===== src/logic/cpc_cfg.svh =====
// Widths, special pages and port addresses shared by the loader and the Multiface
// Include wherever one of these values is needed
`ifndef CPC_CFG_SVH
`define CPC_CFG_SVH

//////////////////////////////
// Download and boot side

`define CPC_IOCTL_AW   25       // Download address bits
`define CPC_BOOT_AW    23       // SDRAM boot address bits
`define CPC_PAGE_W     9        // Page number, bit 8 selects the upper ROM half
`define CPC_ROM_PAGES  256      // Upper-ROM pages tracked in the map

// Unused page, target of a malformed extension
`define CPC_PAGE_BAD   9'h1EE

// Second half of a combined image continues here
`define CPC_PAGE_COMBO 9'h1FF

//////////////////////////////
// Multiface Two

`define CPC_MF2_AW     13       // 8 KB RAM

// FEE8 and FEEA share the upper 14 address bits
`define CPC_MF2_PORT   14'h3FBA

`endif


===== src/logic/loader_pkg.sv =====
// Types for the ROM and expansion download loader
// Imported by the loader modules and the download interface
`default_nettype none

`include "cpc_cfg.svh"

package loader_pkg;

	// Download index as sent by the host
	typedef enum logic [7:0] {
		DL_ROM  = 8'd0,
		DL_DISK = 8'd1,
		DL_EXT  = 8'd3,
		DL_TAPE = 8'd4
	} dl_kind_e;

	typedef logic [`CPC_BOOT_AW-1:0]   boot_addr_t;
	typedef logic [`CPC_PAGE_W-1:0]    page_t;
	typedef logic [1:0]                boot_bank_t;
	typedef logic [`CPC_ROM_PAGES-1:0] rom_map_t;   // One bit per loaded upper-ROM page
	typedef logic [23:0]               file_ext_t;  // Three ASCII characters

endpackage

`default_nettype wire


===== src/logic/cpc_ifs.sv =====
// Bundles used inside the design
// download_if carries the host download stream, cpu_bus_if the Z80 side
`timescale 1ns/1ps
`default_nettype none

`include "cpc_cfg.svh"

interface download_if;
	import loader_pkg::*;

	logic                     wr;
	logic [`CPC_IOCTL_AW-1:0] addr;
	logic [7:0]               dout;
	logic                     download;
	logic [7:0]               index;
	file_ext_t                file_ext;

	// Driven from the top level ports
	modport src (
		output wr, addr, dout, download, index, file_ext
	);

	modport loader_sink (
		input wr, addr, dout, download, index, file_ext
	);
endinterface


`default_nettype wire


===== src/logic/ext_page_decode.sv =====
// Start page of an expansion download, taken from the two hex characters of its extension
// Also moves a combined image on to page 1FF once its first 16 KB are written
`timescale 1ns/1ps
`default_nettype none

`include "cpc_cfg.svh"

module ext_page_decode (
	input  logic                   clk_sys,
	input  logic                   reset,
	download_if.loader_sink        dl,
	input  logic                   write_done_i,
	input  loader_pkg::boot_addr_t boot_a_i,
	output loader_pkg::page_t      page_o
);
	import loader_pkg::*;

	logic       old_download;
	logic       ext_start;
	logic       combo;          // Armed by a Z0 image
	logic       is_z0;
	logic [4:0] hi_char;
	logic [4:0] lo_char;
	page_t      ext_page;
	page_t      page;

	// Bit 4 set when the character is a hex digit
	function automatic logic [4:0] hex_char(input logic [7:0] c);
		logic [4:0] r;
		r = 5'd0;
		if (c >= "0" && c <= "9")
			r = {1'b1, c[3:0]};
		else if (c >= "A" && c <= "F")
			r = {1'b1, c[3:0] + 4'd9};
		return r;
	endfunction

	assign ext_start = ~old_download & dl.download & (dl.index == DL_EXT);
	assign hi_char   = hex_char(dl.file_ext[15:8]);
	assign lo_char   = hex_char(dl.file_ext[7:0]);
	assign is_z0     = (dl.file_ext[15:0] == "Z0");

	// Each valid digit overwrites its nibble of the bad page
	always_comb begin
		ext_page = `CPC_PAGE_BAD;
		if (hi_char[4]) ext_page[7:4] = hi_char[3:0];
		if (lo_char[4]) ext_page[3:0] = lo_char[3:0];
		if (dl.file_ext[15:0] == "ZZ" || is_z0)
			ext_page = '0;        // Replaces the OS area
	end

	always_ff @(posedge clk_sys) begin
		old_download <= dl.download;
		if (reset) begin
			combo <= 1'b0;
			page  <= '0;
		end else if (ext_start) begin
			page  <= ext_page;
			combo <= is_z0;
		end else if (combo && write_done_i && (&boot_a_i[13:0])) begin
			page  <= `CPC_PAGE_COMBO;  // Last byte of the first 16 KB
			combo <= 1'b0;
		end
	end

	assign page_o = page;

endmodule

`default_nettype wire


===== src/flat_wrapper.sv =====
// flat-port wrapper written by rule: the top's interface ports become plain ports
module ext_page_decode_flat import loader_pkg::*;
  (clk_sys, reset, write_done_i, boot_a_i, page_o, dl_wr, dl_addr, dl_dout, dl_download, dl_index, dl_file_ext);
  download_if dl_i ();
  input  logic clk_sys;
  input  logic reset;
  input  logic write_done_i;
  input  loader_pkg::boot_addr_t boot_a_i;
  output loader_pkg::page_t page_o;
  input wire logic [$bits(dl_i.wr)-1:0] dl_wr;
  input wire logic [$bits(dl_i.addr)-1:0] dl_addr;
  input wire logic [$bits(dl_i.dout)-1:0] dl_dout;
  input wire logic [$bits(dl_i.download)-1:0] dl_download;
  input wire logic [$bits(dl_i.index)-1:0] dl_index;
  input wire logic [$bits(dl_i.file_ext)-1:0] dl_file_ext;
  assign dl_i.wr = dl_wr;
  assign dl_i.addr = dl_addr;
  assign dl_i.dout = dl_dout;
  assign dl_i.download = dl_download;
  assign dl_i.index = dl_index;
  assign dl_i.file_ext = dl_file_ext;
  ext_page_decode u_core (.clk_sys(clk_sys), .reset(reset), .dl(dl_i), .write_done_i(write_done_i), .boot_a_i(boot_a_i), .page_o(page_o));
endmodule

===== config.mk =====
export PLATFORM = sky130hd
export DESIGN_NAME = ext_page_decode_flat
export DESIGN_NICKNAME = d
export VERILOG_FILES = /design/src/logic/loader_pkg.sv /design/src/logic/cpc_ifs.sv /design/src/logic/ext_page_decode.sv /design/src/flat_wrapper.sv
export VERILOG_INCLUDE_DIRS = /design/src /design/src/logic
export SDC_FILE = /design/constraint.sdc
export NUM_CORES = 1
export LEC_CHECK = 0
export BUFFER_PORTS_ARGS = -buffer_cell sky130_fd_sc_hd__buf_2
export CORE_MARGIN = 1.5
export CORE_UTILIZATION = 34
export CTS_CLUSTER_DIAMETER = 80
export CTS_CLUSTER_SIZE = 28
export DETAILED_ROUTE_END_ITERATION = 6
export PLACE_DENSITY = 0.89
export SYNTH_ARGS = -nofsm -noshare
export SYNTH_HDL_FRONTEND = slang
export SYNTH_SLANG_ARGS = --single-unit

===== constraint.sdc =====
create_clock -name clk_sys -period 1.6 [get_ports clk_sys]
set_input_delay 0.16 -clock clk_sys [delete_from_list [all_inputs] [get_ports clk_sys]]
set_output_delay 0.16 -clock clk_sys [all_outputs]
set_load 0.05 [all_outputs]

==> reports/qor.yml <==
status: "complete, no violations"
grt_pass1_vias: 912
slew_headroom_pct: 73.5
ant_nets: 0
overflow: 0
yosys.area.top_type_share_pct: 24.2
cts_tree: "yes"
async_flop_share_pct: 0
setup_viol: 0
core_area_sq_um: 2500
rsz0062_at_grt: "no"
synth_fa_ha_area_share_pct: 12.4
ys_ff_latch: 11
final_hold_viol_count: 0
yosys.area.top_type: "dfxtp_1"
cap_violations: 0
synth.area.mux_share_pct: 1.65
grt_max_degree: 10
synth_top_family_by_area: "simple AND/OR/NAND/NOR gates"
syn_nets: 206
avgRoutedWirePerCell_um: 11.6
start_util_pct: 36.4
instances_no_fill: 202
arrival_ns: 1.63
hold_path.class: "input port to register"
cts.sinks: 11
r2r_slack_ns: 0.15
slew_viol_final: 0
grt_pass1_wl_um: 3680
synth.distinct_cells: 44
pin_count: 102
chipHeight_um: 54.7
final_common_cell: "buf_2"
cp.required_ns: 1.78
critPathTopFamily: "simple AND/OR/NAND/NOR gates"
dr.pass1.iters: 4
syn_avg_cell_area_sq_um: 8.75
clkTransAtPathRegs_ns: 0.07
grt_usage_pct: 16.6
layout_common_cells: "50 x buf_2, 17 x nor2_1, 15 x buf_4, 11 x dfxtp_1, 9 x ha_1"
yosysSeqAreaShare_pct: 24.2
power.density_nw_per_um2: 462
die_area_sq_um: 2990
syn_area_sq_um: 910
holdWs_ns: 0.0578
die_w_um: 54.7
final_nets: 275
synthFlopType: "dfxtp_1"
yosysWarningCount: 0
netlist_instances: 104
endpoint_kind: "register"
synthTopCellsByArea: "dfxtp_1 24%, ha_1 12%, nor2_1 7.0%"
htreeDepth: 1
numPortBuffers: 50
cp_max_fo: 9
synth_compound_area_share_pct: 26.4
dp_hpwl_um: 1990
num_vias: 1071
worst_path_largest_cell_delay_ns: 0.33
place_inst: 196
max_freq_mhz: 689
leakagePower_nw: 0.643
cp_cell_sequence: "nor4b_4, and4_2, or2_4, nor2_1, a311oi_2"
vias_per_cell: 5.30
cts_root_buf: "clkbuf_4"
finalPower_w: 0.000631
tightest_slew_ns: 0.392
final_util_pct: 54.7
worstSkewPairLatency_ns: 0.27
numCtsBuffers: 3
n_antenna_cell: 0
crit_type: "register to register"
synth-edff-count: 0
irDropWorstVdd_uv: 289
antenna_found_initial: 0
place.gp.congestion: 0.752
cp.buffers_inverters: 0
cts_buffer_depth: 2
area_growth_pct: 50.3
wl_um: 2340
start_kind: "register"
rows: 18
min_period_over_period_pct: 90.7
synthXorXnorAreaFrac_pct: 0.963
drive_gt1_share_pct: 49.4
cp_slowest_cell: "dfxtp_1"
drc: 0
clock_skew_ns: 0.00609
period_minus_slack_ns: 1.45
synth-simple-area-share_pct: 29.0
drtIter0Drc: 9
area by class of cell:
type / instances / area, sq um
repair buffers: 67 / 393
multi-input cells: 84 / 668
inverters: 6 / 22.5
clock buffers: 4 / 26.3
flip-flops and latches: 11 / 220
well taps: 30 / 37.5
fillers: 244 / 1130
state kept, by name, indices dropped and copies added (netlist names):
name	cells
u_core.page_o	9
u_core.old_download	1
u_core.combo	1
cells by family after synthesis:
family / after synthesis
compound gates: 29
xor+xnor: 1
fa+ha+maj: 9
buf+inv: 9
flops: 11
mux: 1
simple gates: 44
worst paths after layout:
kind,depth (start not counted),endpoint,startpoint
hold / removal,2,u_core.combo,reset
setup / recovery,5,u_core.page_o[7],u_core.old_download
hold reg to reg,2,u_core.page_o[8],u_core.page_o[8]
setup reg to reg,5,u_core.page_o[7],u_core.old_download
cell usage after synthesis, types with 2 or more instances:
| cell | count |
|---|---|
| o21bai_1 | 2 |
| a211oi_1 | 4 |
| a21o_1 | 2 |
| nor2_1 | 17 |
| o211ai_1 | 2 |
| o32ai_1 | 2 |
| dfxtp_1 | 11 |
| a21oi_1 | 2 |
| ha_1 | 9 |
| buf_4 | 2 |
| a211oi_2 | 2 |
| inv_1 | 6 |
| a311oi_2 | 2 |
| o21ai_0 | 3 |
| nand4_1 | 6 |
| nand2_1 | 3 |
| nand3_1 | 2 |
power breakdown:
group          switching, W  internal, W  total [W]
Sequential       0.00000123     0.000275   0.000276
Combinational     0.0000780    0.0000901   0.000168
Clock             0.0000905    0.0000963   0.000187
Total              0.000170     0.000462   0.000631
worst register-to-register path: stages, from the launching register on:
cell and delay (ns):
dfxtp_1 0.33, nor4b_4 0.28, and4_2 0.28, or2_4 0.19
nor2_1 0.07, a311oi_2 0.21
metrics by stage:
step / cell area (sq um) / TNS (ns) / setup slack (ns)
after floorplan: 910 / 0 / 0.125
after global placement: 1300 / -0.181 / -0.0675
after detailed placement: 1300 / -0.524 / -0.108
after CTS: 1340 / 0 / 0.00795
after global routing: 1370 / 0 / 0.0406
final: 1370 / 0 / 0.149
timing repair:
item	4_1_cts	5_1_grt
endpoints found under the hold margin	1	0
endpoints found under the setup margin	3	9
resized for setup	1	4
pin swaps	0	2
hold buffers	1	0
buffers inserted	0	1
routing by layer:
layer	vias up	GRT usage, %	wire length [um]
li1	534	-	-
met1	502	19.5	1030
met2	33	29.4	1140
met3	2	2.46	147
met4	0	7.50	19
met5	-	0	0
(Power assumes the default switching activity.)
