`src/logic/cpc_cfg.svh`:
```
// Widths, special pages and port addresses shared by the loader and the Multiface
// Include wherever one of these values is needed
`ifndef CPC_CFG_SVH
`define CPC_CFG_SVH

//////////////////////////////
// Download and boot side

`define CPC_IOCTL_AW   25       // Download address bits
`define CPC_BOOT_AW    23       // SDRAM boot address bits
`define CPC_PAGE_W     9        // Page number, bit 8 selects the upper ROM half
`define CPC_ROM_PAGES  256      // Upper-ROM pages tracked in the map

// Unused page, target of a malformed extension
`define CPC_PAGE_BAD   9'h1EE

// Second half of a combined image continues here
`define CPC_PAGE_COMBO 9'h1FF

//////////////////////////////
// Multiface Two

`define CPC_MF2_AW     13       // 8 KB RAM

// FEE8 and FEEA share the upper 14 address bits
`define CPC_MF2_PORT   14'h3FBA

`endif

```
`src/logic/mf2_pkg.sv`:
```
// Types for the Multiface Two control logic and its shadow RAM
// Imported by the Multiface modules
`default_nettype none

`include "cpc_cfg.svh"

package mf2_pkg;

	typedef enum logic [1:0] {
		MF2_ENABLED  = 2'd0,
		MF2_HIDDEN   = 2'd1,
		MF2_DISABLED = 2'd2
	} mf2_mode_e;

	typedef logic [`CPC_MF2_AW-1:0] mf2_addr_t;

	// Where each hardware register copy lives in the RAM
	typedef enum logic [`CPC_MF2_AW-1:0] {
		SLOT_NONE      = 13'h0000,
		SLOT_PPI       = 13'h17FF,  // 8255 control
		SLOT_UROM      = 13'h1AAC,  // Upper ROM select
		SLOT_CRTC_SEL  = 13'h1CFF,
		SLOT_CRTC_BASE = 13'h1DB0,  // 16 CRTC registers
		SLOT_PEN_BASE  = 13'h1F90,  // 16 pen colors
		SLOT_PEN       = 13'h1FCF,
		SLOT_BORDER    = 13'h1FDF,
		SLOT_MODE      = 13'h1FEF,
		SLOT_BANK      = 13'h1FFF
	} mf2_slot_e;

endpackage

`default_nettype wire

```
`src/logic/cpc_ifs.sv`:
```
// Bundles used inside the design
// download_if carries the host download stream, cpu_bus_if the Z80 side
`timescale 1ns/1ps
`default_nettype none

`include "cpc_cfg.svh"


interface cpu_bus_if;
	logic [15:0] addr;
	logic [7:0]  dout;     // CPU write data
	logic        m1;       // Opcode fetch
	logic        io_wr;
	logic        mem_rd;
	logic        mem_wr;

	modport mf2_sink (
		input addr, dout, m1, io_wr, mem_rd, mem_wr
	);
endinterface

`default_nettype wire

```
`src/logic/mf2_control.sv`:
```
// Multiface Two NMI capture, enable and hide control
// Also flags io writes that are not aimed at the FEE8/FEEA port
`timescale 1ns/1ps
`default_nettype none

`include "cpc_cfg.svh"

module mf2_control (
	input  logic                clk_sys,
	input  logic                reset,
	cpu_bus_if.mf2_sink         bus,
	input  logic                key_nmi_i,
	input  mf2_pkg::mf2_mode_e  mode_i,
	output logic                mf2_nmi_o,
	output logic                mf2_en_o,
	output logic                hw_wr_o
);
	import mf2_pkg::*;

	logic old_key_nmi;
	logic old_m1;
	logic old_io_wr;
	logic key_rise;
	logic m1_rise;
	logic io_rise;
	logic port_hit;
	logic mf2_off;
	logic nmi;
	logic en;
	logic hidden;

	assign key_rise = ~old_key_nmi & key_nmi_i;
	assign m1_rise  = ~old_m1 & bus.m1;
	assign io_rise  = ~old_io_wr & bus.io_wr;
	assign port_hit = (bus.addr[15:2] == `CPC_MF2_PORT);
	assign mf2_off  = (mode_i == MF2_DISABLED);

	always_ff @(posedge clk_sys) begin
		old_key_nmi <= key_nmi_i;
		old_m1      <= bus.m1;
		old_io_wr   <= bus.io_wr;
		if (reset) begin
			nmi    <= 1'b0;
			en     <= 1'b0;
			hidden <= (mode_i != MF2_ENABLED);
		end else begin
			if (key_rise && !en && !mf2_off)
				nmi <= 1'b1;                       // Freeze button
			if (nmi && m1_rise && bus.addr == 16'h0066) begin
				en     <= 1'b1;                    // NMI vector fetched
				hidden <= 1'b0;
				nmi    <= 1'b0;
			end
			if (en && m1_rise && bus.addr == 16'h0065)
				hidden <= 1'b1;                    // Return path of the MF2 ROM
			// FEE8 pages in, FEEA pages out
			if (io_rise && port_hit)
				en <= ~bus.addr[1] & ~hidden & ~mf2_off;
		end
	end

	assign mf2_nmi_o = nmi;
	assign mf2_en_o  = en;
	assign hw_wr_o   = io_rise & ~port_hit;  // Candidate for a shadow copy

endmodule

`default_nettype wire

```
`src/flat_wrapper.sv`:
```
// flat-port wrapper written by rule: the top's interface ports become plain ports
module mf2_control_flat import mf2_pkg::*;
  (clk_sys, reset, key_nmi_i, mode_i, mf2_nmi_o, mf2_en_o, hw_wr_o, bus_addr, bus_dout, bus_m1, bus_io_wr, bus_mem_rd, bus_mem_wr);
  cpu_bus_if bus_i ();
  input  logic clk_sys;
  input  logic reset;
  input  logic key_nmi_i;
  input  mf2_pkg::mf2_mode_e mode_i;
  output logic mf2_nmi_o;
  output logic mf2_en_o;
  output logic hw_wr_o;
  input wire logic [$bits(bus_i.addr)-1:0] bus_addr;
  input wire logic [$bits(bus_i.dout)-1:0] bus_dout;
  input wire logic [$bits(bus_i.m1)-1:0] bus_m1;
  input wire logic [$bits(bus_i.io_wr)-1:0] bus_io_wr;
  input wire logic [$bits(bus_i.mem_rd)-1:0] bus_mem_rd;
  input wire logic [$bits(bus_i.mem_wr)-1:0] bus_mem_wr;
  assign bus_i.addr = bus_addr;
  assign bus_i.dout = bus_dout;
  assign bus_i.m1 = bus_m1;
  assign bus_i.io_wr = bus_io_wr;
  assign bus_i.mem_rd = bus_mem_rd;
  assign bus_i.mem_wr = bus_mem_wr;
  mf2_control u_core (.clk_sys(clk_sys), .reset(reset), .bus(bus_i), .key_nmi_i(key_nmi_i), .mode_i(mode_i), .mf2_nmi_o(mf2_nmi_o), .mf2_en_o(mf2_en_o), .hw_wr_o(hw_wr_o));
endmodule
```
`config.mk`:
```
export PLATFORM = sky130hd
export DESIGN_NAME = mf2_control_flat
export DESIGN_NICKNAME = d
export VERILOG_FILES = /design/src/logic/mf2_pkg.sv /design/src/logic/cpc_ifs.sv /design/src/logic/mf2_control.sv /design/src/flat_wrapper.sv
export VERILOG_INCLUDE_DIRS = /design/src /design/src/logic
export SDC_FILE = /design/constraint.sdc
export NUM_CORES = 1
export LEC_CHECK = 0
export BUFFER_PORTS_ARGS = -buffer_cell sky130_fd_sc_hd__buf_2
export CAP_MARGIN = 20
export CORE_AREA = 4 4 41 43
export CTS_BUF_LIST = sky130_fd_sc_hd__clkbuf_8
export DETAILED_ROUTE_END_ITERATION = 12
export DIE_AREA = 0 0 45 47
export MAX_ROUTING_LAYER = met4
export PLACE_DENSITY = 0.7
export RECOVER_POWER = 50
export SETUP_SLACK_MARGIN = 0.05
export SLEW_MARGIN = 0
export SYNTH_ARGS = -nofsm -noshare
export SYNTH_HDL_FRONTEND = slang
export SYNTH_SLANG_ARGS = --single-unit
```
`constraint.sdc`:
```
create_clock -name clk_sys -period 1.5 [get_ports clk_sys]
set_input_delay 0.075 -clock clk_sys [delete_from_list [all_inputs] [get_ports clk_sys]]
set_output_delay 0.075 -clock clk_sys [all_outputs]
set_load 0.005 [all_outputs]
```
==> results.py, run 1 <==
metrics = {
    "pwr": {
        "p_switching_mw": 0.0966,
        "p_leak_nw": 0.228,
        "powerDensity_nw_per_um2": 925,
        "p_clk_share_pct": 50.5,
        "vdd_ir_drop_max_uv": 385,
        "fin_total_pwr_mw": 0.484,
        "internal_power_mw": 0.387,
        "combPwrFrac_pct": 13.1,
        "pwr-share-seq_pct": 36.5,
        "swShare_pct": 20.0,
    },
    "clocking": {
        "cts-resized-gates": 0,
        "cts-htree-levels": 1,
        "clkTransAtPathRegs_ns": 0.04,
        "cts.sinks": 6,
        "cts_made_buffers": 3,
        "clk_latency_ns": 0.22,
        "holdBufCountCts": 2,
        "clockBufferDepth": 2,
        "post_cts_buffers": 0,
        "cts-root-buf": "clkbuf_8",
        "cts_tree": "built",
    },
    "floorplanning": {
        "fp.dieH_um": 47,
        "io_pins": 36,
        "initial_core_util_pct": 24.3,
        "core_um2": 1300,
        "rows": 13,
        "die_x_um": 45,
        "die_area_um2": 2120,
    },
    "global_routing": {
        "grt_max_degree": 5,
        "grt_pass1_vias": 362,
        "track_usage_pct": 8.10,
        "grt_first_pass_wirelength_um": 1240,
        "antenna_found_initial": 0,
        "grt_overflow_total": 0,
    },
    "hold_path": {
        "hp-class": "primary input to register",
        "min_from": "bus_io_wr",
        "hold_depth": 1,
    },
    "route": {
        "drc": 0,
        "wirelength_met1_um": 330,
        "wl_met3_um": 105,
        "wl_met2_um": 404,
        "drtAntennaViolNets": 0,
        "vias_per_cell": 4.60,
        "top_layer_used": "met3",
        "routedWlPerCell_um": 10.4,
        "finalWirelength_um": 840,
        "drt_first_pass_iters": 3,
        "num_vias": 373,
        "drt_iter0_markers": 2,
    },
    "yosys": {
        "syn_area_um2": 317,
        "synthTopCellsByCount": "dfxtp_1 (5), nor3_1 (4), nand4_1 (3), nor2_1 (3)",
        "synth.distinct_cells": 19,
        "synth_top_cell_by_area": "dfxtp_1",
        "syn_avg_cell_area_um2": 9.04,
        "synth-edff-count": 1,
        "ys_seq_area_share_pct": 41.1,
        "yosysMostFrequentCell": "dfxtp_1",
        "synthCells": 35,
        "synth_top_area_share_pct": 31.6,
        "ys.flop_type": "dfxtp_1",
        "synth_nets": 68,
        "synth.area.top_cells": "dfxtp_1 (32%), edfxtp_1 (9.5%), nor3_1 (6.3%), nand4_1 (5.9%), nor4b_1 (5.5%)",
        "synthArstFlopShare_pct": 0,
        "ys_warn_count": 0,
        "yosys_register_bits": 6,
    },
    "worst_setup_path": {
        "cp_max_fo": 3,
        "crit_buf_inv": 0,
        "worstRegToRegCells": 3,
        "crit_start": "u_core.old_m1",
        "cp.required_ns": 1.53,
        "crit_type": "register to register",
        "r2r_slack_ns": 0.20,
        "r2r_start": "u_core.old_m1",
        "timing.rr.end": "u_core.hidden",
        "start_kind": "register",
        "crit_cells": 3,
        "worstPathCellList": "nor4b_1, nand4_1, o41ai_1",
        "crit_path_top_delay_cell": "o41ai_1",
        "crit_family": "simple AND/OR/NAND/NOR gates",
        "slowest_delay_ns": 0.33,
        "worst_setup_path_end_kind": "register",
        "cp-endpoint": "u_core.hidden",
        "worstPathArrival_ns": 1.33,
    },
    "timing": {
        "tightest_slew_ns": 0.312,
        "skew_ns": 0.00699,
        "min_period_ns": 1.30,
        "hold_ws_ns": 0.0378,
        "timing.final.crit_share_pct": 86.6,
        "fin_tns_setup_ns": 0,
        "fmax_mhz": 769,
        "drv_slew": 0,
        "hold_viol": 0,
        "rsz0062_at_grt": "false",
        "max_slew_margin_pct": 78.9,
        "setup_viol": 0,
    },
    "status": {
        "status": "completed",
    },
    "finish": {
        "fin_util_pct": 40.2,
        "final_area_um2": 523,
        "layout-drive-gt1-share_pct": 42.4,
        "nets": 100,
        "fill_cells": 147,
        "multiInputGateArea_um2": 183,
        "seq_area_um2": 130,
        "area_delta_synth_final_pct": 65.2,
        "antenna_cells": 0,
    },
    "placement": {
        "portBuffers": 25,
        "dp_hpwl_um": 714,
        "place_area_um2": 460,
        "finalWeightedCongestion": 0.684,
    },
    "flow_run": {
        "drv_cap": 0,
    },
}
kinds of logic after synthesis:
group | synth area share, %
flip-flops | 41.1
buffers and inverters | 1.18
AO/OA/AOI/OAI | 15.4
AND/OR/NAND/NOR | 42.3
flip-flops by register name (all words and copies together), names as in the netlist:
name,cells
u_core.hidden,1
u_core.mf2_en_o,1
u_core.mf2_nmi_o,1
u_core.old_io_wr,1
u_core.old_key_nmi,1
u_core.old_m1,1
cell usage in the layout, fill, tap and decap left out, drive strengths merged, types with 2 or more instances in the layout:
master | Yosys | routed
o21ai | 2 | 2
dfxtp | 5 | 5
buf | 0 | 23
nor3 | 4 | 4
nor4b | 2 | 2
nor2 | 3 | 3
nand2 | 2 | 2
inv | 1 | 2
nor2b | 2 | 2
dlygate4sd3 | 0 | 2
nand4 | 3 | 3
o31a | 2 | 2
clkbuf | 0 | 5
power groups by stage:
stage / registers [mW] / clock network [mW] / logic, mW
after floorplan: 0.179 / 0 / 0.0202
after global placement: 0.179 / 0 / 0.0589
after detailed placement: 0.179 / 0 / 0.0599
after CTS: 0.176 / 0.251 / 0.0643
after global routing: 0.177 / 0.261 / 0.0697
final: 0.176 / 0.244 / 0.0631
routing by layer:
metal	vias to the layer above	GRT usage (%)
met1	160	7.80
met4	0	3.51
met3	0	2.68
met5	-	-
met2	15	14.7
li1	198	-
stage by stage:
step,setup slack [ns],instances
finish,0.200,81
global route,0.123,81
global placement,0.193,75
CTS,0.176,81
floorplan,0.245,35
detailed placement,0.188,75
final cells by class:
class	count	share of cell area (%)
clock buffers	3	7.89
clock inverters	1	0.718
inverters	1	0.718
multi-input cells	28	34.9
flip-flops and latches	6	24.9
well taps	15	3.59
repair buffers	27	27.3
worst min-delay path by stage:
stage	endpoint	slack, ns
detailed placement	u_core.old_m1	0.20
CTS	u_core.old_io_wr	0.005
global route	u_core.old_io_wr	0.04
floorplan	u_core.old_io_wr	0.10
global placement	u_core.old_m1	0.19
finish	u_core.old_io_wr	0.04
(Power assumes the default switching activity.)
==> inputs of run 2 (changes only) <==
--- a/config.mk
+++ b/config.mk
@@ -13,8 +13,8 @@
 export DETAILED_ROUTE_END_ITERATION = 12
 export DIE_AREA = 0 0 45 47
 export MAX_ROUTING_LAYER = met4
-export PLACE_DENSITY = 0.7
 export RECOVER_POWER = 50
+export REMOVE_ABC_BUFFERS = 1
 export SETUP_SLACK_MARGIN = 0.05
 export SLEW_MARGIN = 0
 export SYNTH_ARGS = -nofsm -noshare
==> run 2 against run 1 <==
Global-route usage rose by 0.91 points. Sequential share of layout area up 0.060 points. Clock-buffer cell count did not move. First-iteration DRC count is 100% lower. Worst setup slack worse by 0.0090 ns. Combinational power is essentially flat. Non-clock buffer count unchanged. Final cell count unchanged. Clock power rose by 3%. Worst hold slack improved by 0.0012 ns. Critical path type unchanged. Critical endpoint unchanged. Largest cell class unchanged. Largest power group unchanged. Highest routed layer unchanged.
==> results.py, run 2 (synthesized netlist as in run 1, its figures left out) <==
metrics = {
    "timing": {
        "hold_viol": 0,
        "fmax_mhz": 764,
        "tightest_slew_ns": 0.297,
        "setup_viol": 0,
        "drv_slew": 0,
        "skew_ns": 0.00252,
        "min_period_ns": 1.31,
        "max_slew_margin_pct": 79.9,
        "timing.final.crit_share_pct": 87.2,
        "rsz0062_at_grt": "false",
        "fin_tns_setup_ns": 0,
    },
    "floorplanning": {
        "io_pins": 36,
        "initial_core_util_pct": 24.3,
        "die_x_um": 45,
        "rows": 13,
        "core_um2": 1300,
        "fp.dieH_um": 47,
        "die_area_um2": 2120,
    },
    "status": {
        "status": "completed",
    },
    "finish": {
        "nets": 100,
        "final_cell_mix": "buf_2 (22), dfxtp_1 (5), nor3_1 (4)",
        "area_delta_synth_final_pct": 64.8,
        "multiInputGateArea_um2": 183,
        "antenna_cells": 0,
        "fill_cells": 142,
        "seq_area_um2": 130,
        "final_common_cell": "buf_2",
        "layout-drive-gt1-share_pct": 40.9,
    },
    "pwr": {
        "swShare_pct": 21.2,
        "fin_total_pwr_mw": 0.492,
        "internal_power_mw": 0.388,
        "p_leak_nw": 0.223,
        "powerDensity_nw_per_um2": 943,
        "combPwrFrac_pct": 12.8,
        "pwr-share-seq_pct": 35.9,
        "p_clk_share_pct": 51.3,
        "p_switching_mw": 0.104,
        "vdd_ir_drop_max_uv": 716,
    },
    "global_routing": {
        "grt_overflow_total": 0,
        "grt_pass1_vias": 345,
        "grt_first_pass_wirelength_um": 1350,
        "grt_max_degree": 5,
        "antenna_found_initial": 0,
        "track_usage_pct": 9.01,
    },
    "clocking": {
        "clk_latency_ns": 0.22,
        "cts-root-buf": "clkbuf_8",
        "cts-resized-gates": 0,
        "cts_tree": "built",
        "cts.sinks": 6,
        "cts_made_buffers": 3,
        "cts-htree-levels": 1,
        "clkTransAtPathRegs_ns": 0.04,
        "clockBufferDepth": 2,
        "post_cts_buffers": 0,
    },
    "worst_setup_path": {
        "crit_type": "register to register",
        "crit_path_top_delay_cell": "o41ai_1",
        "worstRegToRegCells": 3,
        "start_kind": "register",
        "cp.required_ns": 1.53,
        "r2r_start": "u_core.old_m1",
        "r2r_slack_ns": 0.19,
        "worstPathCellList": "nor4b_1, nand4_1, o41ai_1",
        "crit_family": "simple AND/OR/NAND/NOR gates",
        "worstPathArrival_ns": 1.34,
        "crit_buf_inv": 0,
        "cp_max_fo": 3,
        "slowest_delay_ns": 0.34,
        "worst_setup_path_end_kind": "register",
        "crit_start": "u_core.old_m1",
        "timing.rr.end": "u_core.hidden",
    },
    "route": {
        "drtAntennaViolNets": 0,
        "num_vias": 389,
        "finalWirelength_um": 882,
        "vias_per_cell": 4.80,
        "drt_first_pass_iters": 1,
        "routedWlPerCell_um": 10.9,
        "drc": 0,
        "drt_iter0_markers": 0,
    },
    "placement": {
        "dp_hpwl_um": 737,
        "finalWeightedCongestion": 0.794,
        "portBuffers": 25,
    },
    "hold_path": {
        "hold_depth": 1,
        "min_from": "bus_io_wr",
        "holdPathEnd": "u_core.old_io_wr",
        "hp-class": "primary input to register",
    },
    "flow_run": {
        "drv_cap": 0,
    },
}
[run 2: cell count changes in the layout (fill, tap and decap cells not counted), sizes merged]
| cell | before | now |
|---|---|---|
| buf | 23 | 22 |
| clkbuf | 5 | 6 |
[run 2: final cells by class]
type	instances	share of cell area, %
clock buffers	3	7.91
flip-flops and latches	6	24.9
well taps	15	3.60
inverters	1	0.719
multi-input cells	28	35.0
repair buffers	27	27.1
clock inverters	1	0.719
[run 2: how the worst max path moves through the flow]
stage | endpoint | slack (ns) | depth (start not counted)
after detailed placement | u_core.hidden | 0.19 | 3
final | u_core.hidden | 0.19 | 3
after global routing | u_core.hidden | 0.1 | 3
after CTS | u_core.mf2_en_o | 0.19 | 4
after floorplan | u_core.mf2_en_o | 0.24 | 4
after global placement | u_core.hidden | 0.22 | 3
[run 2: layer usage]
| layer | part of all wire, % | track usage (%) | routed length [µm] | vias up |
|---|---|---|---|---|
| met1 | 44 | 12.2 | 392 | 171 |
| met2 | 41 | 12.1 | 361 | 18 |
| met4 | 0 | 1.75 | 0 | 0 |
| met3 | 15 | 4.21 | 129 | 0 |
| li1 | - | - | - | 200 |
| met5 | 0 | - | 0 | - |
[run 2: stage by stage]
| step | instances | area (µm²) | setup slack [ns] | utilization [%] | hold WS (ns) |
|---|---|---|---|---|---|
| finish | 81 | 522 | 0.191 | 40.1 | 0.0390 |
| floorplan | 35 | 317 | 0.245 | - | 0.103 |
| global placement | 75 | 460 | 0.216 | 35.4 | 0.193 |
| detailed placement | 75 | 460 | 0.191 | 35.4 | 0.193 |
| CTS | 81 | 526 | 0.194 | 40.4 | 0.00416 |
| global route | 81 | 522 | 0.0986 | 40.1 | 0.0329 |
[run 2: what timing repair did]
item                                    CTS  global route
hold buffers                              2             0
endpoints found under the setup margin    0             0
endpoints found under the hold margin     2             0
[run 2: power groups by stage]
stage               clock [mW]  sequential [mW]  combinational (mW)
floorplan                    0            0.179              0.0202
global placement             0            0.179              0.0597
detailed placement           0            0.179              0.0600
CTS                      0.257            0.177              0.0643
global route             0.271            0.177              0.0703
finish                   0.252            0.176              0.0632
