## src/logic/cpc_cfg.svh

```systemverilog
// Widths, special pages and port addresses shared by the loader and the Multiface
// Include wherever one of these values is needed
`ifndef CPC_CFG_SVH
`define CPC_CFG_SVH

//////////////////////////////
// Download and boot side

`define CPC_IOCTL_AW   25       // Download address bits
`define CPC_BOOT_AW    23       // SDRAM boot address bits
`define CPC_PAGE_W     9        // Page number, bit 8 selects the upper ROM half
`define CPC_ROM_PAGES  256      // Upper-ROM pages tracked in the map

// Unused page, target of a malformed extension
`define CPC_PAGE_BAD   9'h1EE

// Second half of a combined image continues here
`define CPC_PAGE_COMBO 9'h1FF

//////////////////////////////
// Multiface Two

`define CPC_MF2_AW     13       // 8 KB RAM

// FEE8 and FEEA share the upper 14 address bits
`define CPC_MF2_PORT   14'h3FBA

`endif

```

## src/logic/loader_pkg.sv

```systemverilog
// Types for the ROM and expansion download loader
// Imported by the loader modules and the download interface
`default_nettype none

`include "cpc_cfg.svh"

package loader_pkg;

	// Download index as sent by the host
	typedef enum logic [7:0] {
		DL_ROM  = 8'd0,
		DL_DISK = 8'd1,
		DL_EXT  = 8'd3,
		DL_TAPE = 8'd4
	} dl_kind_e;

	typedef logic [`CPC_BOOT_AW-1:0]   boot_addr_t;
	typedef logic [`CPC_PAGE_W-1:0]    page_t;
	typedef logic [1:0]                boot_bank_t;
	typedef logic [`CPC_ROM_PAGES-1:0] rom_map_t;   // One bit per loaded upper-ROM page
	typedef logic [23:0]               file_ext_t;  // Three ASCII characters

endpackage

`default_nettype wire

```

## src/logic/cpc_ifs.sv

```systemverilog
// Bundles used inside the design
// download_if carries the host download stream, cpu_bus_if the Z80 side
`timescale 1ns/1ps
`default_nettype none

`include "cpc_cfg.svh"

interface download_if;
	import loader_pkg::*;

	logic                     wr;
	logic [`CPC_IOCTL_AW-1:0] addr;
	logic [7:0]               dout;
	logic                     download;
	logic [7:0]               index;
	file_ext_t                file_ext;

	// Driven from the top level ports
	modport src (
		output wr, addr, dout, download, index, file_ext
	);

	modport loader_sink (
		input wr, addr, dout, download, index, file_ext
	);
endinterface


`default_nettype wire

```

## src/logic/boot_addr_map.sv

```systemverilog
// Maps the download stream onto the SDRAM layout and keeps the map of loaded ROM pages
// Lower 4 MB hold OS, RAM and MF2 ROM, upper 4 MB hold up to 256 upper-ROM pages
`timescale 1ns/1ps
`default_nettype none

module boot_addr_map (
	input  logic                   clk_sys,
	input  logic                   reset,
	download_if.loader_sink        dl,
	input  loader_pkg::page_t      page_i,
	input  logic                   model_i,
	output logic                   boot_wr_o,
	output loader_pkg::boot_addr_t boot_a_o,
	output loader_pkg::boot_bank_t boot_bank_o,
	output loader_pkg::rom_map_t   rom_map_o,
	output logic                   write_done_o,
	output loader_pkg::boot_addr_t boot_a_fb_o
);
	import loader_pkg::*;

	logic       rom_dl;
	logic       ext_dl;
	logic       old_wr;
	logic       wr_fall;
	boot_addr_t boot_a;
	rom_map_t   rom_map;

	assign rom_dl  = dl.download & (dl.index == DL_ROM);
	assign ext_dl  = dl.download & (dl.index == DL_EXT);
	assign wr_fall = (rom_dl | ext_dl) & old_wr & ~dl.wr;

	always_comb begin
		boot_wr_o    = (rom_dl | ext_dl) & dl.wr;
		boot_a       = '1;
		boot_a[13:0] = dl.addr[13:0];
		boot_bank_o  = '0;
		if (ext_dl) begin
			boot_a[22]    = page_i[8];
			boot_a[21:14] = page_i[7:0] + dl.addr[21:14];
			boot_bank_o   = {1'b0, model_i};
		end else begin
			case (dl.addr[24:14])     // 16 KB block of the ROM file
				11'd0, 11'd4: boot_a[22:14] = 9'h000;  // OS
				11'd1, 11'd5: boot_a[22:14] = 9'h100;  // BASIC
				11'd2, 11'd6: boot_a[22:14] = 9'h107;  // AMSDOS
				11'd3, 11'd7: boot_a[22:14] = 9'h0FF;  // MF2
				default:      boot_wr_o     = 1'b0;
			endcase
			// Second set of four blocks is the 664 image
			if (dl.addr[24:14] inside {[11'd4:11'd7]})
				boot_bank_o = 2'd1;
		end
	end

	always_ff @(posedge clk_sys) begin
		old_wr <= dl.wr;
		if (reset) begin
			write_done_o <= 1'b0;
			rom_map      <= '0;
		end else begin
			write_done_o <= wr_fall;
			if (write_done_o && boot_a_fb_o[22])
				rom_map[boot_a_fb_o[21:14]] <= 1'b1;
		end
	end

	// Address of the write that just ended
	always_ff @(posedge clk_sys) begin
		if (wr_fall)
			boot_a_fb_o <= boot_a;
	end

	assign boot_a_o  = boot_a;
	assign rom_map_o = rom_map;

endmodule

`default_nettype wire

```

## src/flat_wrapper.sv

```systemverilog
// flat-port wrapper written by rule: the top's interface ports become plain ports
module boot_addr_map_flat import loader_pkg::*;
  (clk_sys, reset, page_i, model_i, boot_wr_o, boot_a_o, boot_bank_o, rom_map_o, write_done_o, boot_a_fb_o, dl_wr, dl_addr, dl_dout, dl_download, dl_index, dl_file_ext);
  download_if dl_i ();
  input  logic clk_sys;
  input  logic reset;
  input  loader_pkg::page_t page_i;
  input  logic model_i;
  output logic boot_wr_o;
  output loader_pkg::boot_addr_t boot_a_o;
  output loader_pkg::boot_bank_t boot_bank_o;
  output loader_pkg::rom_map_t rom_map_o;
  output logic write_done_o;
  output loader_pkg::boot_addr_t boot_a_fb_o;
  input wire logic [$bits(dl_i.wr)-1:0] dl_wr;
  input wire logic [$bits(dl_i.addr)-1:0] dl_addr;
  input wire logic [$bits(dl_i.dout)-1:0] dl_dout;
  input wire logic [$bits(dl_i.download)-1:0] dl_download;
  input wire logic [$bits(dl_i.index)-1:0] dl_index;
  input wire logic [$bits(dl_i.file_ext)-1:0] dl_file_ext;
  assign dl_i.wr = dl_wr;
  assign dl_i.addr = dl_addr;
  assign dl_i.dout = dl_dout;
  assign dl_i.download = dl_download;
  assign dl_i.index = dl_index;
  assign dl_i.file_ext = dl_file_ext;
  boot_addr_map u_core (.clk_sys(clk_sys), .reset(reset), .dl(dl_i), .page_i(page_i), .model_i(model_i), .boot_wr_o(boot_wr_o), .boot_a_o(boot_a_o), .boot_bank_o(boot_bank_o), .rom_map_o(rom_map_o), .write_done_o(write_done_o), .boot_a_fb_o(boot_a_fb_o));
endmodule
```

## config.mk

```make
export PLATFORM = sky130hd
export DESIGN_NAME = boot_addr_map_flat
export DESIGN_NICKNAME = d
export VERILOG_FILES = /design/src/logic/loader_pkg.sv /design/src/logic/cpc_ifs.sv /design/src/logic/boot_addr_map.sv /design/src/flat_wrapper.sv
export VERILOG_INCLUDE_DIRS = /design/src /design/src/logic
export SDC_FILE = /design/constraint.sdc
export NUM_CORES = 1
export LEC_CHECK = 0
export ABC_AREA = 1
export BUFFER_PORTS_ARGS = -buffer_cell sky130_fd_sc_hd__buf_2
export CAP_MARGIN = 20
export CORE_MARGIN = 5
export CORE_UTILIZATION = 40
export CTS_CLUSTER_DIAMETER = 50
export CTS_CLUSTER_SIZE = 40
export DETAILED_ROUTE_END_ITERATION = 16
export MAX_ROUTING_LAYER = met4
export PLACE_DENSITY = 0.64
export SLEW_MARGIN = 20
export SYNTH_ARGS = -nofsm -noshare
export SYNTH_HDL_FRONTEND = slang
export SYNTH_SLANG_ARGS = --single-unit
```

## constraint.sdc

```tcl
create_clock -name clk_sys -period 2 [get_ports clk_sys]
set_input_delay 0.4 -clock clk_sys [delete_from_list [all_inputs] [get_ports clk_sys]]
set_output_delay 0.4 -clock clk_sys [all_outputs]
set_load 0.005 [all_outputs]
```

==> out/results.ini, run 1 <==
[final_layout]
antenna_cells = 0
syn_to_final_growth_pct = 34.86
mostFrequentLayoutCell = buf_2
fin_cells = 1813
nNetsFinal = 1556
utilization = 0.5497
final_cell_mix = buf_2 (347), dfxtp_1 (258), nor2_1 (254), a21oi_1 (235), buf_4 (60)
fin_area_mm2 = 0.01345
drive_above_1_share = 0.3889

[sta]
fin_crit_sh = 0.9929
maxSlewHeadroom = 0.5534
finalClockSkew_ns = 0.02200
whs_ns = 0.04519
grt_setup_unrepaired = yes
min_period_ns = 1.986
finalSetupViolations = 0
drv_slew = 0
worst_pin_slew_ns = 0.6683
finalHoldViolations = 0
fmax_ghz = 0.5036

[power_and_ir_drop]
p_total_uw = 11330
ir_drop_v = 0.0006648
leakagePower_uw = 0.006381
p_per_area_mw_per_mm2 = 842.7

[cts]
cts_tree = yes
clk-insertion-delay-late_ns = 0.54
root_buffer = clkbuf_16
cts_buffers = 27
numClockSinks = 281
clk_pin_slew_ns = 0.08
htreeDepth = 1
clockBufferDepth = 3

[hold_path]
hold_path_depth = 1
min-delay-start = dl_addr[13]
hold_path_end = u_core.boot_a_fb_o[13]
hp-class = input pin to flip-flop

[detailed_routing]
drt_iter0_drc = 602
drtAntennaViolNets = 0
wl_per_cell_um = 18.38
route.final.wire_length_mm = 33.32
first_pass_iters = 7
vias = 8893
vias_per_cell = 4.905
remaining_drc_errors = 0

[place]
io_buffers = 351
placedCellCount = 1758
postPlaceCellArea_mm2 = 0.01227
finalWeightedCongestion = 0.8069
dpl.hpwl_mm = 23.26

[die]
coreArea_mm2 = 0.02446
dieWidth_um = 167.9
rows = 57
initial_core_util = 0.4077
die_h_um = 167.9
die-area_mm2 = 0.02819
pin_count = 385

[grt]
grt_max_degree = 53
grt_use_total = 0.2303
antenna_found_initial = 0
grt_overflow = 0
grt_pass1_vias = 8609
grt_pass1_wl_mm = 50.05

[yosys]
synthCells = 1093
yosysWarnings = 0
syn_nets = 1180
avgSynthCellArea_um2 = 9.124
synth_seq_cells = 281
synth_area_mm2 = 0.009972
ys_seq_area_frac = 0.5872
ys_types = 34

[worst_setup_path]
reg2reg_from = u_core.boot_a_fb_o[15]
crit_slowest_cell = fa_2
crit_fanout = 2
endpoint_kind = output pin
crit_type = input pin to output pin
cpMostUsedCell = inv_2
start_kind = input pin
r2r_cells = 4
critical_path.top_delay_family = adder cells
crit_path_cell_trace = buf_8 -> ha_4 -> inv_2 -> fa_2 -> inv_2 -> a21oi_2 -> or2_4 -> nand3_2 -> nand2_2 -> buf_6
cp.arrival_ns = 1.59
path_buf_inv = 4
worst_path_largest_cell_delay_ns = 0.35
cp.required_ns = 1.60
rr_endpoint = u_core.rom_map_o[242]
timing.reg2reg.setup_slack_ns = 0.21

[run_status]
status = completed

[job]
maxCapViolations = 0

[power breakdown]
part	switching, µW	internal [µW]	total (µW)
clock	2460	2840	5300
sequential	0.713	5660	5660
combinational	219	154	373
[worst register-to-register path, cell delays in order (launching register included)]
cell      delay, ns
edfxtp_1       0.62
nand2_2        0.22
nor2_4         0.59
a21oi_1        0.16
nor2_1         0.13
[state kept, by name, indices dropped and copies added, names as in the netlist]
signal and cells:
u_core.rom_map_o 256, u_core.boot_a_fb_o 23, u_core.old_wr 1, u_core.write_done_o 1
[metrics by stage]
stage	setup TNS, ns	setup WS [ns]
2_1_floorplan	0	0.09849
3_3_place_gp	-0.5160	-0.2301
3_5_place_dp	-0.6006	-0.2485
4_1_cts	0	0.001104
5_1_grt	-0.1756	-0.04839
6_report	0	0.01415
[layout make-up]
class                   instances  area, µm²
repair buffers                423       2472
well taps                     324      405.4
inverters                      57      216.5
clock inverters                20      239.0
flip-flops and latches        281       5856
clock buffers                  29      703.2
fillers                      2268      11010
multi-input cells             679       3556
[routing by layer]
layer  vias up  GRT usage  routed length (µm)
li1       4298          -                   -
met1      4174     0.2932               14000
met3        41    0.04431                2718
met2       380     0.3889               16030
met4         0    0.03952                 580
met5         -          -                   0
[Yosys cell counts]
library cell | n | area share
nand2_4 | 5 | 0.0056
nor2_2 | 21 | 0.013
clkbuf_4 | 8 | 0.0060
buf_6 | 12 | 0.014
or2_2 | 1 | 0.00063
inv_2 | 4 | 0.0015
a21oi_1 | 238 | 0.12
nor2_1 | 258 | 0.097
edfxtp_1 | 23 | 0.069
xnor2_1 | 1 | 0.00088
nand4_1 | 4 | 0.0025
nor2_4 | 16 | 0.018
nor2_8 | 2 | 0.0040
a21oi_2 | 20 | 0.018
buf_1 | 1 | 0.00038
nand2_2 | 3 | 0.0019
clkbuf_1 | 29 | 0.011
nor3b_1 | 1 | 0.00075
buf_2 | 6 | 0.0030
dfxtp_1 | 258 | 0.52
inv_1 | 51 | 0.019
xor2_1 | 1 | 0.00088
conb_1 | 1 | 0.00038
fa_1 | 1 | 0.0020
nand2_1 | 63 | 0.024
a31oi_1 | 3 | 0.0019
nand3_1 | 17 | 0.0085
o21ai_0 | 8 | 0.0040
buf_4 | 18 | 0.014
buf_12 | 2 | 0.0040
ha_1 | 7 | 0.0088
nand3_4 | 3 | 0.0053
clkinv_2 | 2 | 0.0010
nor3_1 | 5 | 0.0025
[kinds of logic after synthesis]
family                   count (synthesis)  share of synthesized area
adder cells (fa/ha/maj)                  8                    0.01079
XOR/XNOR                                 2                   0.001757
AO/OA/AOI/OAI                          269                     0.1429
AND/OR/NAND/NOR                        399                     0.1838
flip-flops                             281                     0.5872
buffers and inverters                  133                    0.07315
other                                    1                  0.0003761
[worst max-delay path by stage]
| stage | from | to | slack [ns] | depth (start not counted) |
|---|---|---|---|---|
| 6_report | dl_addr[14] | boot_a_o[18] | 0.01 | 10 |
| 5_1_grt | dl_index[3] | boot_a_o[22] | -0.05 | 9 |
| 4_1_cts | dl_addr[14] | boot_a_o[16] | 0.001 | 8 |
| 3_5_place_dp | dl_addr[14] | boot_a_o[18] | -0.25 | 10 |
| 3_3_place_gp | dl_addr[14] | boot_a_o[18] | -0.23 | 10 |
| 2_1_floorplan | dl_addr[14] | boot_a_o[18] | 0.1 | 8 |
[what timing repair did]
item / 4_1_cts / 5_1_grt
endpoints found under the hold margin: 1 / 0
endpoints found under the setup margin: 7 / 11
pin swaps: 3 / 4
resized for setup: 17 / 26
hold buffers: 1 / 0
buffers inserted: 2 / 3
No activity file was read; power rests on OpenSTA's default activity.
==> inputs of run 2 (changes only) <==
--- a/config.mk
+++ b/config.mk
@@ -14,6 +14,7 @@
 export CTS_CLUSTER_DIAMETER = 50
 export CTS_CLUSTER_SIZE = 40
 export DETAILED_ROUTE_END_ITERATION = 16
+export HOLD_SLACK_MARGIN = 0.08
 export MAX_ROUTING_LAYER = met4
 export PLACE_DENSITY = 0.64
 export SLEW_MARGIN = 20
==> run 2 against run 1 <==
The run now ends with setup timing left. First-iteration DRC count is 3.0% lower. Cell area increased by 0.87%. Global-route usage rose by 0.22 points. Non-clock buffer count increased by 12. Fmax down 0.77%. Setup slack worse by 0.016 ns. Sequential share of layout area shrank 0.37 points. Clock skew up 0.0010 ns. Sequential power hardly changed. Die area is the same. Combinational power grew 5.6%. Routed wire length increased by 0.47%.
==> out/results.ini, run 2 (synthesized netlist as in run 1, its figures left out) <==
[run_status]
status = complete, but fails checks
violations = setup timing

[grt]
grt_busiest_layer = met2
use_met1 = 0.2970
grt_overflow = 0
grt_max_degree = 53
antenna_found_initial = 0
grtUsageMet2 = 0.3906
grt_pass1_vias = 8738
grt_use_total = 0.2325
use_met3 = 0.04502
grt_pass1_wl_mm = 50.60

[job]
maxCapViolations = 0

[power_and_ir_drop]
pwr-share-seq = 0.499
switchingPower_uw = 2687
p_comb_frac = 0.035
p_sw_frac = 0.2367
p_clk_frac = 0.467
ir_drop_v = 0.0006534
p_per_area_mw_per_mm2 = 837.0
p_int_uw = 8666
leakagePower_uw = 0.006429

[sta]
fin_ws_ns = -0.001359
finalClockSkew_ns = 0.02304
finalSetupViolations = 1
maxSlewHeadroom = 0.5696
grt_setup_unrepaired = yes
worst_pin_slew_ns = 0.6441
fmax_ghz = 0.4997
drv_slew = 0
fin_crit_sh = 1.001
finalHoldViolations = 0
min_period_ns = 2.001

[die]
dieWidth_um = 167.9
rows = 57
die_h_um = 167.9
initial_core_util = 0.4077
die-area_mm2 = 0.02819
pin_count = 385
coreArea_mm2 = 0.02446

[cts]
cts_tree = yes
clk_pin_slew_ns = 0.07
root_buffer = clkbuf_16
cts_buffers = 27
clockBufferDepth = 3
htreeDepth = 1
numClockSinks = 281
clk-insertion-delay-late_ns = 0.54

[place]
dpl.hpwl_mm = 23.26
placedCellCount = 1758
finalWeightedCongestion = 0.8069
io_buffers = 351
postPlaceCellArea_mm2 = 0.01227

[worst_setup_path]
crit_fanout = 2
reg2reg_from = u_core.boot_a_fb_o[15]
cp-endpoint = boot_a_o[18]
cp.required_ns = 1.60
start_kind = input pin
endpoint_kind = output pin
crit_type = input pin to output pin
r2r_cells = 4
cp.arrival_ns = 1.60
crit_start = dl_addr[14]
rr_endpoint = u_core.rom_map_o[242]
timing.reg2reg.setup_slack_ns = 0.23

[final_layout]
drive_above_1_share = 0.3844
nNetsFinal = 1568
antenna_cells = 0
fin_cells = 1825
fin_area_mm2 = 0.01356
final_cell_mix = buf_2 (347), dfxtp_1 (258), nor2_1 (255), a21oi_1 (235), buf_4 (59)
mostFrequentLayoutCell = buf_2
largest_reg_flops = 256
syn_to_final_growth_pct = 36.02

[detailed_routing]
route.final.wire_length_mm = 33.48
remaining_drc_errors = 0
drtAntennaViolNets = 0
vias_per_cell = 4.896
vias = 8936
drt_iter0_drc = 584
first_pass_iters = 5
wl_per_cell_um = 18.35

[hold_path]
hp-class = input pin to flip-flop

## run 2: changes by cell type in the layout (fill, tap and decap cells not counted)
cell	delta
nor2_2	-1
buf_4	-1
dlygate4sd3_1	+13
buf_6	+1
buf_8	-1
nor2_1	+1
## run 2: power by group through the flow
stage | Clock, µW | Combinational [µW] | Sequential, µW
after floorplan | 0 | 187 | 5790
after global placement | 0 | 317 | 5790
after detailed placement | 0 | 319 | 5790
after CTS | 5420 | 358 | 5660
after global routing | 5660 | 435 | 5660
final | 5300 | 394 | 5660
## run 2: worst min-delay path by stage
stage	start	to	slack, ns	depth (start not counted)
6_report	dl_addr[1]	u_core.boot_a_fb_o[1]	0.10	1
5_1_grt	dl_addr[1]	u_core.boot_a_fb_o[1]	0.09	1
4_1_cts	dl_addr[1]	u_core.boot_a_fb_o[1]	0.09	1
3_5_place_dp	u_core.rom_map_o[253]	u_core.rom_map_o[253]	0.44	2
3_3_place_gp	u_core.rom_map_o[254]	u_core.rom_map_o[254]	0.43	2
2_1_floorplan	dl_wr	u_core.old_wr	0.43	0
## run 2: critical path, stage by stage
cell and delay (ns):
buf_8 0.08, ha_4 0.13, inv_2 0.03, fa_2 0.35, inv_2 0.09, a21oi_2 0.05
or2_4 0.22, nand3_2 0.06, nand2_2 0.06, buf_6 0.12
## run 2: what timing repair did
item                                   4_1_cts  5_1_grt
gates resized for setup                     17       24
hold buffers                                14        0
endpoints found under the hold margin       14        0
pin swaps                                    3        6
setup endpoints to repair                    7       11
buffers inserted                             2        2
## run 2: layout make-up
cell class | count | area, µm²
clock buffers | 29 | 703.2
clock inverters | 20 | 239.0
fillers | 2254 | 10900
inverters | 57 | 216.5
multi-input cells | 679 | 3553
flip-flops and latches | 281 | 5856
well taps | 324 | 405.4
repair buffers | 435 | 2591
## run 2: metal layers
layer  vias up  wire (µm)
li1       4323          -
met1      4163      14060
met2       407      16010
met3        43       2790
met4         0        625
met5         -          0
## run 2: stage by stage
step | utilization | hold WS, ns | TNS, ns | power [µW] | worst slack, ns
6_report | 0.5545 | 0.1047 | -0.001359 | 11350 | -0.001359
5_1_grt | 0.5545 | 0.08815 | -0.2135 | 11760 | -0.05192
4_1_cts | 0.5490 | 0.08534 | 0 | 11430 | 0.001104
3_5_place_dp | 0.5014 | 0.4407 | -0.6006 | 6111 | -0.2485
3_3_place_gp | 0.5014 | 0.4344 | -0.5160 | 6109 | -0.2301
2_1_floorplan | - | 0.4277 | 0 | 5980 | 0.09849
==> inputs of run 3 (changes only) <==
--- a/config.mk
+++ b/config.mk
@@ -11,12 +11,14 @@
 export CAP_MARGIN = 20
 export CORE_MARGIN = 5
 export CORE_UTILIZATION = 40
+export CTS_BUF_LIST = sky130_fd_sc_hd__clkbuf_4 sky130_fd_sc_hd__clkbuf_8
 export CTS_CLUSTER_DIAMETER = 50
 export CTS_CLUSTER_SIZE = 40
 export DETAILED_ROUTE_END_ITERATION = 16
 export HOLD_SLACK_MARGIN = 0.08
 export MAX_ROUTING_LAYER = met4
 export PLACE_DENSITY = 0.64
+export REMOVE_ABC_BUFFERS = 1
 export SLEW_MARGIN = 20
 export SYNTH_ARGS = -nofsm -noshare
 export SYNTH_HDL_FRONTEND = slang
==> run 3 against run 2 <==
Global-route usage fell by 0.57 points. Power fell by 8.4%. Routed wire length fell by 2.6%. Clock power fell by 18%. The run now ends clean. Cell area fell by 2.9%. Via count fell by 1.5%. Critical endpoint unchanged. Fmax rose by 0.41%. Critical path type unchanged.
==> out/results.ini, run 3 (synthesized netlist as in run 1, its figures left out) <==
[worst_setup_path]
cp.arrival_ns = 1.59
endpoint_kind = output pin
timing.reg2reg.setup_slack_ns = 0.29
crit_start = dl_addr[14]
start_kind = input pin
r2r_cells = 5
reg2reg_from = u_core.boot_a_fb_o[15]
crit_type = input pin to output pin
crit_fanout = 2
rr_endpoint = u_core.rom_map_o[104]
cp.required_ns = 1.60

[die]
coreArea_mm2 = 0.02446
initial_core_util = 0.4077
pin_count = 385
dieWidth_um = 167.9
rows = 57
die-area_mm2 = 0.02819
die_h_um = 167.9

[hold_path]
hold_path_end = u_core.boot_a_fb_o[22]
min-delay-start = page_i[8]
hold_path_depth = 3
hp-class = input pin to flip-flop

[final_layout]
final_cell_mix = buf_2 (347), dfxtp_1 (258), nor2_1 (240), a21oi_1 (235), nand2_1 (56)
largest_reg_flops = 256
nNetsFinal = 1551
drive_above_1_share = 0.3848
fillers = 2278
syn_to_final_growth_pct = 32.02
antenna_cells = 0
fin_cells = 1808
mostFrequentLayoutCell = buf_2

[cts]
cts_tree = yes
cts_buffers = 27
clockBufferDepth = 3
clk-insertion-delay-late_ns = 0.60
htreeDepth = 1
clk_pin_slew_ns = 0.11
numClockSinks = 281
root_buffer = clkbuf_8

[grt]
antenna_found_initial = 0
grt_overflow = 0
grt_pass1_wl_mm = 49.48
grt_max_degree = 51
grt_pass1_vias = 8489
grt_use_total = 0.2268

[place]
dpl.hpwl_mm = 22.94
placedCellCount = 1742
finalWeightedCongestion = 0.8487
io_buffers = 351

[power_and_ir_drop]
leakagePower_uw = 0.006216
p_per_area_mw_per_mm2 = 789.7
ir_drop_v = 0.0007562

[sta]
whs_ns = 0.2627
worst_pin_slew_ns = 0.5390
min_period_ns = 1.993
maxSlewHeadroom = 0.6403
fmax_ghz = 0.5017
drv_slew = 0
finalClockSkew_ns = 0.03384
finalHoldViolations = 0
finalSetupViolations = 0
grt_setup_unrepaired = yes
fin_crit_sh = 0.9966

[detailed_routing]
first_pass_iters = 4
wl_per_cell_um = 18.03
drtAntennaViolNets = 0
remaining_drc_errors = 0
vias_per_cell = 4.869
vias = 8804
drt_iter0_drc = 539
route.final.wire_length_mm = 32.60

[run_status]
status = completed

[job]
maxCapViolations = 0

## run 3: per-layer routing
layer | wire length (µm) | vias to the layer above | GRT usage | part of all wire
li1 | - | 4295 | - | -
met1 | 14370 | 4111 | 0.2986 | 0.44
met2 | 14830 | 328 | 0.3595 | 0.45
met3 | 2223 | 70 | 0.03939 | 0.068
met4 | 1179 | 0 | 0.06987 | 0.036
met5 | 0 | - | - | 0
## run 3: worst max-delay path by stage
stage / endpoint / slack (ns)
final: boot_a_o[18] / 0.007
after global routing: boot_a_o[20] / -0.07
after CTS: boot_a_o[18] / -0.01
after detailed placement: boot_a_o[18] / -0.24
after global placement: boot_a_o[18] / -0.24
after floorplan: boot_a_o[18] / 0.1
## run 3: power breakdown
| group | total (µW) | internal (µW) | switching [µW] |
|---|---|---|---|
| Clock | 4350 | 1930 | 2430 |
| Combinational | 378 | 161 | 217 |
| Sequential | 5660 | 5660 | 0.707 |
| Total | 10400 | 7750 | 2650 |
## run 3: metrics by stage
stage                     total power, µW  instance area (µm²)   TNS [ns]  setup slack [ns]  utilization
after floorplan                      5886                 9459          0           0.09849            -
after global placement               6098                12120    -0.4214           -0.2353       0.4954
after detailed placement             6101                12120    -0.4823           -0.2356       0.4954
after CTS                           10470                13060  -0.009917         -0.009917       0.5339
after global routing                10790                13170    -0.1936          -0.06875       0.5382
final                               10400                13170          0          0.006815       0.5382
## run 3: final cells by class
class / instances / area, µm² / share of cell area
inverters: 57 / 219.0 / 0.01663
clock buffers: 28 / 379.1 / 0.02880
multi-input cells: 679 / 3566 / 0.2709
flip-flops and latches: 281 / 5856 / 0.4448
clock inverters: 21 / 336.6 / 0.02557
well taps: 324 / 405.4 / 0.03079
repair buffers: 418 / 2404 / 0.1826
## run 3: timing repair
| action | in CTS | in global routing |
|---|---|---|
| hold buffers | 15 | 0 |
| setup buffers | 1 | 1 |
| setup endpoints to repair | 5 | 10 |
| gates resized for setup | 16 | 23 |
| endpoints found under the hold margin | 15 | 0 |
| pin swaps | 3 | 4 |
## run 3: critical path: stages
cell and delay, ns:
buf_8 0.08, ha_4 0.13, inv_2 0.04, fa_2 0.35
inv_2 0.08, a21oi_2 0.05, or2_4 0.23, nand3_2 0.06
nand2_2 0.06, buf_6 0.12
